$ cat src/design/isa_pkg.sv
package isa_pkg;

	// Architectural sizes
	localparam int DATA_W = 32;
	localparam int REG_COUNT = 16;
	localparam int REG_W = $clog2(REG_COUNT);
	localparam int MEM_WORDS = 16;
	// Word index bits of the data memory
	localparam int MEM_AW = $clog2(MEM_WORDS);
	localparam int IMM_W = 16;

	typedef logic [REG_W-1:0] reg_idx_t;
	typedef logic [DATA_W-1:0] word_t;
	typedef logic [IMM_W-1:0] imm_t;

	typedef enum logic [2:0] {ADD, SUB, AND, OR, XOR, ADDI, LW, SW} opcode_e;

	// One decoded instruction as the driver presents it
	typedef struct packed {
		opcode_e op;
		reg_idx_t rs;
		reg_idx_t rt;
		reg_idx_t rd;
		logic uses_rs;
		logic uses_rt;
		logic uses_rd;
		imm_t imm;
	} instr_t;

	// Immediate widened to a data word
	function automatic word_t sext_imm(imm_t imm);
		return {{(DATA_W-IMM_W){imm[IMM_W-1]}}, imm};
	endfunction

endpackage

$ cat src/design/pipe_pkg.sv
package pipe_pkg;

	import isa_pkg::*;

	// Cycles a load occupies the MEM stage
	localparam int LOAD_CYCLES = 3;
	localparam int LOAD_CNT_W = $clog2(LOAD_CYCLES);

	// EX pipeline register
	typedef struct packed {
		logic valid;
		opcode_e op;
		reg_idx_t rd;
		logic uses_rd;
		logic is_load;
		logic is_store;
		word_t a;
		word_t b;
		// Already sign extended
		word_t imm;
	} ex_ctl_t;

	// MEM pipeline register
	typedef struct packed {
		logic valid;
		reg_idx_t rd;
		logic uses_rd;
		logic is_load;
		logic is_store;
		// ALU result, or the address for loads and stores
		word_t result;
		word_t store_data;
	} mem_ctl_t;

	// Write-back record
	typedef struct packed {
		logic valid;
		reg_idx_t rd;
		word_t data;
	} wb_t;

	typedef enum logic [1:0] {RUN, HAZARD, LOAD_WAIT} issue_state_e;

endpackage

$ cat src/design/reg_file.sv
`timescale 1ns/100ps

module reg_file
	import isa_pkg::*, pipe_pkg::*;
(
	input logic clk,
	input logic arst_n,
	input reg_idx_t rs_addr,
	input reg_idx_t rt_addr,
	output word_t rs_data,
	output word_t rt_data,
	input wb_t wb
);

	word_t regs [REG_COUNT];

	// Asynchronous read ports
	assign rs_data = regs[rs_addr];
	assign rt_data = regs[rt_addr];

	// r0 is never written, so it keeps its reset value of zero
	always_ff @(posedge clk or negedge arst_n)
	begin
		if (!arst_n)
		begin
			for (int i = 0; i < REG_COUNT; i++)
			begin
				regs[i] <= '0;
			end
		end
		else if (wb.valid && wb.rd != '0)
		begin
			regs[wb.rd] <= wb.data;
		end
	end

	// Write-back aimed at r0 leaves it zero
	a_r0_kept: assert property (@(posedge clk) disable iff (!arst_n)
		(wb.valid && wb.rd == '0) |=> regs[0] == '0)
		else $error("r0 changed by a write-back");

endmodule

$ cat src/design/forward_unit.sv
`timescale 1ns/100ps

module forward_unit
	import isa_pkg::*, pipe_pkg::*;
(
	input instr_t instr,
	input word_t rs_data,
	input word_t rt_data,
	input ex_ctl_t ex_ctl,
	input word_t ex_result,
	input mem_ctl_t mem_ctl,
	input logic mem_done,
	input wb_t wb,
	output word_t op_a,
	output word_t op_b,
	output logic load_hazard
);

	logic ex_fwd;
	logic mem_fwd;
	logic wb_fwd;
	logic ex_load;
	logic mem_load_wait;

	// Source qualifiers, r0 never forwards
	always_comb
	begin
		// EX has a value only for ALU ops
		ex_fwd = ex_ctl.valid && ex_ctl.uses_rd && !ex_ctl.is_load && ex_ctl.rd != '0;
		// MEM load counts once its data is back
		mem_fwd = mem_ctl.valid && mem_ctl.uses_rd && !mem_ctl.is_store
			&& (!mem_ctl.is_load || mem_done) && mem_ctl.rd != '0;
		wb_fwd = wb.valid && wb.rd != '0;
		// Loads whose data the issuing op cannot get yet
		ex_load = ex_ctl.valid && ex_ctl.uses_rd && ex_ctl.is_load && ex_ctl.rd != '0;
		mem_load_wait = mem_ctl.valid && mem_ctl.uses_rd && mem_ctl.is_load
			&& !mem_done && mem_ctl.rd != '0;
	end

	// Youngest producer wins
	function automatic word_t pick(reg_idx_t r, word_t rf_val);
		if (ex_fwd && ex_ctl.rd == r)
			return ex_result;
		else if (mem_fwd && mem_ctl.rd == r)
			return mem_ctl.result;
		else if (wb_fwd && wb.rd == r)
			return wb.data;
		return rf_val;
	endfunction

	function automatic logic reads(reg_idx_t r);
		return (instr.uses_rs && instr.rs == r) || (instr.uses_rt && instr.rt == r);
	endfunction

	always_comb
	begin
		op_a = pick(instr.rs, rs_data);
		// rt even for immediate forms, EX picks the immediate itself
		op_b = pick(instr.rt, rt_data);
		// Load-use, data not reachable by any bypass this cycle
		load_hazard = (ex_load && reads(ex_ctl.rd)) || (mem_load_wait && reads(mem_ctl.rd));
	end

endmodule

$ cat src/design/issue_ctrl.sv
`timescale 1ns/100ps

module issue_ctrl
	import pipe_pkg::*;
(
	input logic clk,
	input logic arst_n,
	input logic instr_valid,
	input logic load_hazard,
	input logic mem_busy,
	output logic stall,
	output logic freeze,
	output logic bubble
);

	issue_state_e state;
	issue_state_e state_next;
	logic hazard;

	// Hazard matters only with an instruction waiting
	assign hazard = instr_valid && load_hazard;

	always_ff @(posedge clk or negedge arst_n)
	begin
		if (!arst_n)
			state <= RUN;
		else
			state <= state_next;
	end

	// Outputs react in the cycle the condition shows up
	// mem_busy wins over a load-use hazard in every state
	always_comb
	begin
		state_next = state;
		stall = 1'b0;
		freeze = 1'b0;
		bubble = 1'b0;
		case (state)
			RUN, HAZARD:
			begin
				if (mem_busy)
				begin
					freeze = 1'b1;
					stall = 1'b1;
					state_next = LOAD_WAIT;
				end
				else if (hazard)
				begin
					stall = 1'b1;
					bubble = 1'b1;
					state_next = HAZARD;
				end
				else
					state_next = RUN;
			end
			LOAD_WAIT:
			begin
				if (mem_busy)
				begin
					freeze = 1'b1;
					stall = 1'b1;
				end
				// Load finished, a waiting user may still need a bubble
				else if (hazard)
				begin
					stall = 1'b1;
					bubble = 1'b1;
					state_next = HAZARD;
				end
				else
					state_next = RUN;
			end
			default: state_next = RUN;
		endcase
	end

	a_freeze_stalls: assert property (@(posedge clk) disable iff (!arst_n)
		freeze |-> stall)
		else $error("freeze without stall");

endmodule

$ cat src/design/load_timer.sv
`timescale 1ns/100ps

module load_timer
	import pipe_pkg::*;
(
	input logic clk,
	input logic arst_n,
	input logic start,
	output logic done
);

	logic [LOAD_CNT_W-1:0] count;

	// Zero means idle
	// start loads the remaining cycles, then count down to one
	always_ff @(posedge clk or negedge arst_n)
	begin
		if (!arst_n)
			count <= '0;
		else if (start)
			count <= LOAD_CNT_W'(LOAD_CYCLES - 1);
		else if (count != '0)
			count <= count - 1'b1;
	end

	// Last MEM cycle of the load
	assign done = (count == LOAD_CNT_W'(1));

	// MEM must not hand over a new load before the old one completes
	a_no_restart: assert property (@(posedge clk) disable iff (!arst_n)
		start |-> count == '0)
		else $error("load_timer restarted while counting");

endmodule

$ cat src/design/exec_stage.sv
`timescale 1ns/100ps

module exec_stage
	import isa_pkg::*, pipe_pkg::*;
(
	input logic clk,
	input logic arst_n,
	input instr_t instr,
	input logic accept,
	input word_t op_a,
	input word_t op_b,
	input logic freeze,
	input logic bubble,
	output ex_ctl_t ex_ctl,
	output word_t ex_result,
	output mem_ctl_t mem_in
);

	ex_ctl_t ex_q;
	ex_ctl_t ex_next;
	word_t alu;

	// Issuing instruction with its forwarded operands
	always_comb
	begin
		ex_next.valid = 1'b1;
		ex_next.op = instr.op;
		ex_next.rd = instr.rd;
		ex_next.uses_rd = instr.uses_rd;
		ex_next.is_load = (instr.op == LW);
		ex_next.is_store = (instr.op == SW);
		ex_next.a = op_a;
		ex_next.b = op_b;
		ex_next.imm = sext_imm(instr.imm);
	end

	// Hold under freeze, else take the new op or an empty slot
	always_ff @(posedge clk or negedge arst_n)
	begin
		if (!arst_n)
			ex_q <= '0;
		else if (!freeze)
			ex_q <= (accept && !bubble) ? ex_next : '0;
	end

	always_comb
	begin
		case (ex_q.op)
			ADD: alu = ex_q.a + ex_q.b;
			SUB: alu = ex_q.a - ex_q.b;
			AND: alu = ex_q.a & ex_q.b;
			OR: alu = ex_q.a | ex_q.b;
			XOR: alu = ex_q.a ^ ex_q.b;
			// ADDI and the memory address
			default: alu = ex_q.a + ex_q.imm;
		endcase
	end

	assign ex_ctl = ex_q;
	assign ex_result = alu;

	// Next MEM entry, store data rides along from rt
	assign mem_in = '{valid: ex_q.valid, rd: ex_q.rd, uses_rd: ex_q.uses_rd,
		is_load: ex_q.is_load, is_store: ex_q.is_store, result: alu, store_data: ex_q.b};

endmodule

$ cat src/design/mem_stage.sv
`timescale 1ns/100ps

module mem_stage
	import isa_pkg::*, pipe_pkg::*;
(
	input logic clk,
	input logic arst_n,
	input mem_ctl_t mem_in,
	input logic freeze,
	output mem_ctl_t mem_ctl,
	output logic mem_done,
	output logic mem_busy,
	output wb_t wb
);

	mem_ctl_t mem_q;
	// Set in the first cycle of a new MEM entry
	logic fresh;
	logic timer_start;
	logic [MEM_AW-1:0] addr;
	word_t rdata;
	word_t dmem [MEM_WORDS];
	wb_t wb_q;

	always_ff @(posedge clk or negedge arst_n)
	begin
		if (!arst_n)
		begin
			mem_q <= '0;
			fresh <= 1'b0;
		end
		else if (freeze)
			fresh <= 1'b0;
		else
		begin
			mem_q <= mem_in;
			fresh <= 1'b1;
		end
	end

	// Word index from the low address bits
	assign addr = mem_q.result[MEM_AW-1:0];
	assign rdata = dmem[addr];

	always_ff @(posedge clk)
	begin
		if (mem_q.valid && mem_q.is_store)
			dmem[addr] <= mem_q.store_data;
	end

	// Timer runs once per load
	assign timer_start = fresh && mem_q.valid && mem_q.is_load;

	load_timer u_load_timer (
		.clk(clk),
		.arst_n(arst_n),
		.start(timer_start),
		.done(mem_done)
	);

	assign mem_busy = mem_q.valid && mem_q.is_load && !mem_done;

	// Loads present their memory data as the result
	always_comb
	begin
		mem_ctl = mem_q;
		if (mem_q.is_load)
			mem_ctl.result = rdata;
	end

	// Empty WB slot while MEM is held
	always_ff @(posedge clk or negedge arst_n)
	begin
		if (!arst_n)
			wb_q <= '0;
		else if (freeze)
			wb_q <= '0;
		else
			wb_q <= '{valid: mem_q.valid && mem_q.uses_rd && !mem_q.is_store,
				rd: mem_q.rd, data: mem_ctl.result};
	end

	assign wb = wb_q;

endmodule

$ cat src/design/backend_top.sv
`timescale 1ns/100ps

module backend_top
	import isa_pkg::*, pipe_pkg::*;
(
	input logic clk,
	input logic arst_n,
	input logic instr_valid,
	input instr_t instr,
	output logic stall,
	output wb_t wb_out
);

	word_t rs_data;
	word_t rt_data;
	word_t op_a;
	word_t op_b;
	word_t ex_result;
	ex_ctl_t ex_ctl;
	mem_ctl_t mem_in;
	mem_ctl_t mem_ctl;
	logic mem_done;
	logic mem_busy;
	logic load_hazard;
	logic freeze;
	logic bubble;

	// wb_out also feeds the write port and the WB bypass
	reg_file u_reg_file (
		.clk(clk), .arst_n(arst_n),
		.rs_addr(instr.rs), .rt_addr(instr.rt),
		.rs_data(rs_data), .rt_data(rt_data),
		.wb(wb_out)
	);

	forward_unit u_forward_unit (
		.instr(instr), .rs_data(rs_data), .rt_data(rt_data),
		.ex_ctl(ex_ctl), .ex_result(ex_result),
		.mem_ctl(mem_ctl), .mem_done(mem_done), .wb(wb_out),
		.op_a(op_a), .op_b(op_b), .load_hazard(load_hazard)
	);

	issue_ctrl u_issue_ctrl (
		.clk(clk), .arst_n(arst_n),
		.instr_valid(instr_valid), .load_hazard(load_hazard), .mem_busy(mem_busy),
		.stall(stall), .freeze(freeze), .bubble(bubble)
	);

	exec_stage u_exec_stage (
		.clk(clk), .arst_n(arst_n),
		.instr(instr), .accept(instr_valid && !stall),
		.op_a(op_a), .op_b(op_b), .freeze(freeze), .bubble(bubble),
		.ex_ctl(ex_ctl), .ex_result(ex_result), .mem_in(mem_in)
	);

	mem_stage u_mem_stage (
		.clk(clk), .arst_n(arst_n),
		.mem_in(mem_in), .freeze(freeze),
		.mem_ctl(mem_ctl), .mem_done(mem_done), .mem_busy(mem_busy),
		.wb(wb_out)
	);

endmodule

$ cat config.mk
export PLATFORM = sky130hd
export DESIGN_NAME = backend_top
export DESIGN_NICKNAME = d
export VERILOG_FILES = /design/src/design/isa_pkg.sv /design/src/design/pipe_pkg.sv /design/src/design/reg_file.sv /design/src/design/forward_unit.sv /design/src/design/issue_ctrl.sv /design/src/design/load_timer.sv /design/src/design/exec_stage.sv /design/src/design/mem_stage.sv /design/src/design/backend_top.sv
export SDC_FILE = /design/constraint.sdc
export NUM_CORES = 2
export LEC_CHECK = 0
export ABC_AREA = 1
export BUFFER_PORTS_ARGS = -buffer_cell sky130_fd_sc_hd__buf_2
export CAP_MARGIN = 15
export CORE_MARGIN = 1.5
export CORE_UTILIZATION = 40
export CTS_BUF_LIST = sky130_fd_sc_hd__clkbuf_16
export CTS_CLUSTER_SIZE = 10
export DETAILED_ROUTE_END_ITERATION = 10
export HOLD_SLACK_MARGIN = 0.02
export MAX_ROUTING_LAYER = met4
export PLACE_DENSITY = 0.65
export SLEW_MARGIN = 40
export SYNTH_ARGS = -nofsm -noshare
export SYNTH_HDL_FRONTEND = slang
export SYNTH_SLANG_ARGS = --single-unit
$ cat constraint.sdc
create_clock -name clk -period 3.8 [get_ports clk]
set_input_delay 0.19 -clock clk [delete_from_list [all_inputs] [get_ports clk]]
set_output_delay 0.19 -clock clk [all_outputs]
set_load 0.005 [all_outputs]
==> flow_summary.html <==
<table>
<tr><th>Metric</th><th>Value</th></tr>
<tr><th colspan="2">Clocking</th></tr>
<tr><td>Number of buffers added by the clock tree synthesis step</td><td>144</td></tr>
<tr><td>Clk pin slew, worst setup/hold paths</td><td>roughly 0.06 ns</td></tr>
<tr><td>Htree depth</td><td>4</td></tr>
<tr><td>Library cell used as clock root buffer</td><td>sky130_fd_sc_hd__clkbuf_16</td></tr>
<tr><td>Deepest clock path buffer count</td><td>3</td></tr>
<tr><td>CTS tree</td><td>yes</td></tr>
<tr><td>Number of sinks handled by clock tree synthesis</td><td>1,229</td></tr>
<tr><td>Clock insertion delay at the later pin of the skew report</td><td>slightly below 0.8 ns</td></tr>
<tr><th colspan="2">Synth</th></tr>
<tr><td>Most common cell in the netlist</td><td>sky130_fd_sc_hd__nand2_1</td></tr>
<tr><td>Syn Std Cell Area</td><td>~0.060 mm2</td></tr>
<tr><td>Main area contributors after synthesis</td><td>sky130_fd_sc_hd__dfrtp_1 (30%), sky130_fd_sc_hd__edfxtp_1 (25%), sky130_fd_sc_hd__o21ai_0 (8.8%)</td></tr>
<tr><td>Synthesis Warnings</td><td>0</td></tr>
<tr><td>Syn Area/Cell</td><td>~9.0 um2</td></tr>
<tr><td>Commonest cells in the netlist</td><td>sky130_fd_sc_hd__nand2_1 (1,233), sky130_fd_sc_hd__o21ai_0 (1,068), sky130_fd_sc_hd__dfrtp_1 (717)</td></tr>
<tr><td>Gate Count Post-Synth</td><td>6,724</td></tr>
<tr><td>Synthesized net count</td><td>a little under 7,000</td></tr>
<tr><td>Proportion of netlist area held by the largest area contributor</td><td>about 30%</td></tr>
<tr><td>Number of synthesized register bits</td><td>around 1,200</td></tr>
<tr><td>Most area-hungry cell type in the Yosys netlist</td><td>sky130_fd_sc_hd__dfrtp_1</td></tr>
<tr><td>Synth async-reset ratio</td><td>between 50% and 60%</td></tr>
<tr><td>Post-synth EDFFs</td><td>roughly 510</td></tr>
<tr><td>Post-synth top flop</td><td>sky130_fd_sc_hd__dfrtp_1</td></tr>
<tr><td>Proportion of synthesized chip area in sequential cells</td><td>55.1%</td></tr>
<tr><td>Count of cell types in the netlist</td><td>60</td></tr>
<tr><th colspan="2">Die</th></tr>
<tr><td>Die Width</td><td>~390 um</td></tr>
<tr><td>Vertical die dimension</td><td>between 300 and 400 um</td></tr>
<tr><td>IO Count</td><td>75</td></tr>
<tr><td>Full die area</td><td>0.153 mm2</td></tr>
<tr><td>Starting Density</td><td>roughly 40%</td></tr>
<tr><td>Core outline area</td><td>roughly 0.15 mm2</td></tr>
<tr><td>Floorplan row count</td><td>142</td></tr>
<tr><th colspan="2">Setup path</th></tr>
<tr><td>Number of cells on the worst reg-to-reg path</td><td>29</td></tr>
<tr><td>Delay of the slowest cell on the worst path</td><td>between 0.3 and 0.4 ns</td></tr>
<tr><td>Worst reg2reg setup slack</td><td>-0.23 ns</td></tr>
<tr><td>Arrival time of data at the critical path endpoint</td><td>between 4 and 5 ns</td></tr>
<tr><td>Worst R2R Start</td><td>u_exec_stage.ex_ctl[32]$_DFFE_PN0N_</td></tr>
<tr><td>Reg-to-Reg End</td><td>u_exec_stage.ex_ctl[90]$_DFFE_PN0N_</td></tr>
<tr><td>Standard cell with the maximum stage delay on the critical path</td><td>sky130_fd_sc_hd__dfrtp_1</td></tr>
<tr><td>Worst-path maximum fanout</td><td>4</td></tr>
<tr><td>Startpoint type of the worst setup path</td><td>flip-flop</td></tr>
<tr><td>Element type at the critical path end</td><td>flip-flop</td></tr>
<tr><td>Most numerous cell on the critical path</td><td>sky130_fd_sc_hd__nand2_1</td></tr>
<tr><td>Critical path endpoint</td><td>u_exec_stage.ex_ctl[90]$_DFFE_PN0N_</td></tr>
<tr><td>Crit path kind</td><td>reg -&gt; reg</td></tr>
<tr><td>Beginning of the critical path</td><td>u_exec_stage.ex_ctl[32]$_DFFE_PN0N_</td></tr>
<tr><td>Critical path required time</td><td>around 4.4 ns</td></tr>
<tr><th colspan="2">Timing</th></tr>
<tr><td>Part of the cycle the worst path needs</td><td>106%</td></tr>
<tr><td>Final hold vios</td><td>0</td></tr>
<tr><td>Max Transition Viols Final</td><td>0</td></tr>
<tr><td>F_max</td><td>roughly 0.25 GHz</td></tr>
<tr><td>Relative slew slack</td><td>roughly 38%</td></tr>
<tr><td>Smallest hold slack</td><td>between 0.1 and 0.15 ns</td></tr>
<tr><td>Setup slack of the critical path after layout</td><td>-0.228 ns</td></tr>
<tr><td>Worst clock skew</td><td>~0.049 ns</td></tr>
<tr><td>Setup violations, final</td><td>36</td></tr>
<tr><td>RSZ-0062 raised after global routing</td><td>true</td></tr>
<tr><td>Slew at the pin closest to its max-slew limit</td><td>just over 0.9 ns</td></tr>
<tr><td>Crit path time final</td><td>roughly 4 ns</td></tr>
<tr><th colspan="2">Cells and area</th></tr>
<tr><td>Fin cells</td><td>about 9,000</td></tr>
<tr><td>Post-route cell area</td><td>between 0.07 and 0.08 mm2</td></tr>
<tr><td>Signed area change from the synthesized netlist to the final layout</td><td>17.1%</td></tr>
<tr><td>Final layout net count</td><td>7,012</td></tr>
<tr><td>Number of fill cells in the layout</td><td>roughly 14,000</td></tr>
<tr><td>Fraction of layout instances using a drive strength above 1</td><td>approximately 14%</td></tr>
<tr><th colspan="2">Power</th></tr>
<tr><td>Power consumption</td><td>between 40 and 50 mW</td></tr>
<tr><td>Worst IR drop on VDD</td><td>between 0.4 and 0.5 mV</td></tr>
<tr><td>Pwr Density</td><td>a little under 600 mW/mm2</td></tr>
<tr><td>Static leakage power</td><td>~29 nW</td></tr>
<tr><th colspan="2">Global route</th></tr>
<tr><td>Grt ovf</td><td>0</td></tr>
<tr><td>Pin count of the biggest net entering global routing</td><td>between 150 and 200</td></tr>
<tr><td>Overall global routing resource usage</td><td>between 20 and 30%</td></tr>
<tr><td>Antenna violations before repair</td><td>7</td></tr>
<tr><td>Via count of the first global-routing pass</td><td>about 50,000</td></tr>
<tr><td>Wire length of the first global-routing pass</td><td>between 300 and 400 mm</td></tr>
<tr><th colspan="2">Place</th></tr>
<tr><td>Number of placed instances, taps included</td><td>8,668</td></tr>
<tr><td>Weighted congestion reported at the end of routability-driven placement</td><td>between 0.9 and 1</td></tr>
<tr><td>Quantity of I/O buffers inserted on ports</td><td>74</td></tr>
<tr><td>Pre-CTS worst setup slack</td><td>-0.364 ns</td></tr>
<tr><td>DP Area</td><td>approximately 0.065 mm2</td></tr>
<tr><td>Hpwl dp</td><td>135 mm</td></tr>
<tr><th colspan="2">Detailed routing</th></tr>
<tr><td>Initial DRC Count</td><td>between 6,000 and 7,000</td></tr>
<tr><td>Remaining antenna violation count</td><td>0</td></tr>
<tr><td>Number of remaining DRC errors</td><td>0</td></tr>
<tr><td>Via count normalized by instance count</td><td>slightly below 6</td></tr>
<tr><td>Routed WL per cell</td><td>between 20 and 25 um</td></tr>
<tr><td>Total routed wirelength</td><td>213 mm</td></tr>
<tr><td>Router iterations before antenna repair</td><td>6</td></tr>
<tr><td>Via Count</td><td>between 50,000 and 60,000</td></tr>
<tr><th colspan="2">Run</th></tr>
<tr><td>Max_cap viols</td><td>0</td></tr>
<tr><th colspan="2">Run status</th></tr>
<tr><td>Result of the run</td><td>finished, violations left</td></tr>
<tr><td>Violated checks</td><td>negative setup slack</td></tr>
<tr><th colspan="2">Min path</th></tr>
<tr><td>Hold WC Path Type</td><td>in -&gt; async</td></tr>
</table>
==> placed cells by master, fill, tap and decap left out, types with 38 or more instances in the layout <==
cell	n
sky130_fd_sc_hd__a211oi_1	40
sky130_fd_sc_hd__a21oi_1	669
sky130_fd_sc_hd__a22oi_1	276
sky130_fd_sc_hd__buf_12	38
sky130_fd_sc_hd__buf_2	69
sky130_fd_sc_hd__buf_4	376
sky130_fd_sc_hd__clkbuf_16	144
sky130_fd_sc_hd__dfrtp_1	717
sky130_fd_sc_hd__edfxtp_1	512
sky130_fd_sc_hd__ha_1	90
sky130_fd_sc_hd__inv_1	494
sky130_fd_sc_hd__nand2_1	1180
sky130_fd_sc_hd__nand2_2	47
sky130_fd_sc_hd__nand3_1	194
sky130_fd_sc_hd__nand4_1	50
sky130_fd_sc_hd__nor2_1	360
sky130_fd_sc_hd__nor2_4	39
sky130_fd_sc_hd__o211ai_1	104
sky130_fd_sc_hd__o21ai_0	1016
sky130_fd_sc_hd__o21ai_1	44
==> flip-flops by register name, indices dropped and copies added (netlist names) <==
signal,cells
u_mem_stage.mem_q,28
u_mem_stage.addr,4
u_mem_stage.u_load_timer.count,2
u_mem_stage.fresh,1
u_issue_ctrl.state,2
u_exec_stage.ex_ctl,91
u_mem_stage.mem_ctl,40
u_mem_stage.wb,37
u_mem_stage.dmem,512
u_reg_file.regs,512
==> area by class of cell <==
class	instances	area (um2)	share of cell area [%]
sequential	1229	33300	47.1
clock inverter	71	582	0.822
antenna	4	10.0	0.0141
tap	2016	2520	3.56
timing repair buffer	535	4530	6.40
inverter	475	1810	2.55
multi-input combinational	4489	24400	34.5
clock buffer	144	3600	5.09
==> cell families (layout without fill, tap and decap cells) <==
group / Yosys count / count (layout) / synth area share, %
simple gates: 1965 / 1965 / 13.2
fa+ha+maj: 101 / 101 / 2.10
buf+inv: 1006 / 1225 / 6.65
compound gates: 2359 / 2359 / 22.0
xor+xnor: 46 / 46 / 0.667
other cells: 0 / 4 / 0
flops: 1229 / 1229 / 55.1
mux: 18 / 18 / 0.298
==> report_power, final <==
part / total, mW / internal [mW] / switching [mW]
sequential: 17.5 / 15.7 / 1.80
clock: 12.5 / 6.94 / 5.61
combinational: 12.1 / 4.18 / 7.91
total: 42.2 / 26.9 / 15.3
==> worst min path at each step <==
stage                                    endpoint  slack, ns  cells after the start
2_1_floorplan  u_exec_stage.ex_ctl[0]$_DFFE_PN0N_      -0.11                      0
3_3_place_gp     u_reg_file.regs[502]$_DFFE_PN0P_       0.36                      0
3_5_place_dp     u_reg_file.regs[171]$_DFFE_PN0P_       0.16                      1
4_1_cts          u_reg_file.regs[421]$_DFFE_PN0P_       0.08                      3
5_1_grt          u_reg_file.regs[421]$_DFFE_PN0P_       0.12                      3
6_report         u_reg_file.regs[133]$_DFFE_PN0P_       0.10                      3
==> worst max-delay path, delay by kind of cell (launching register included) <==
family,cells,cell delay (ns)
buffers and inverters,5,0.51
AND/OR/NAND/NOR,15,1.59
flip-flops,1,0.38
adder cells (fa/ha/maj),2,0.41
AO/OA/AOI/OAI,7,0.97
==> metal layers <==
| layer | up-vias | wire length [um] | GRT usage, % |
|---|---|---|---|
| met5 | - | 0 | - |
| met4 | 0 | 9900 | 12.3 |
| met3 | 522 | 20600 | 5.88 |
| met2 | 2690 | 93700 | 41.1 |
| met1 | 25600 | 89100 | 38.3 |
| li1 | 23700 | - | - |
==> metrics by stage <==
| stage | util [%] | setup TNS, ns |
|---|---|---|
| after floorplan | - | 0 |
| after global placement | 43.2 | -6.83 |
| after detailed placement | 43.2 | -7.14 |
| after CTS | 46.6 | -3.47 |
| after global routing | 47.2 | -18.11 |
| final | 47.2 | -3.18 |
==> what timing repair did <==
item,CTS,global route
resized for setup,146,171
buffers inserted,24,28
endpoints found under the setup margin,56,77
endpoints found under the hold margin,390,0
hold buffers,27,0
pin swaps,55,70
Power figures use the tool's default switching activity.
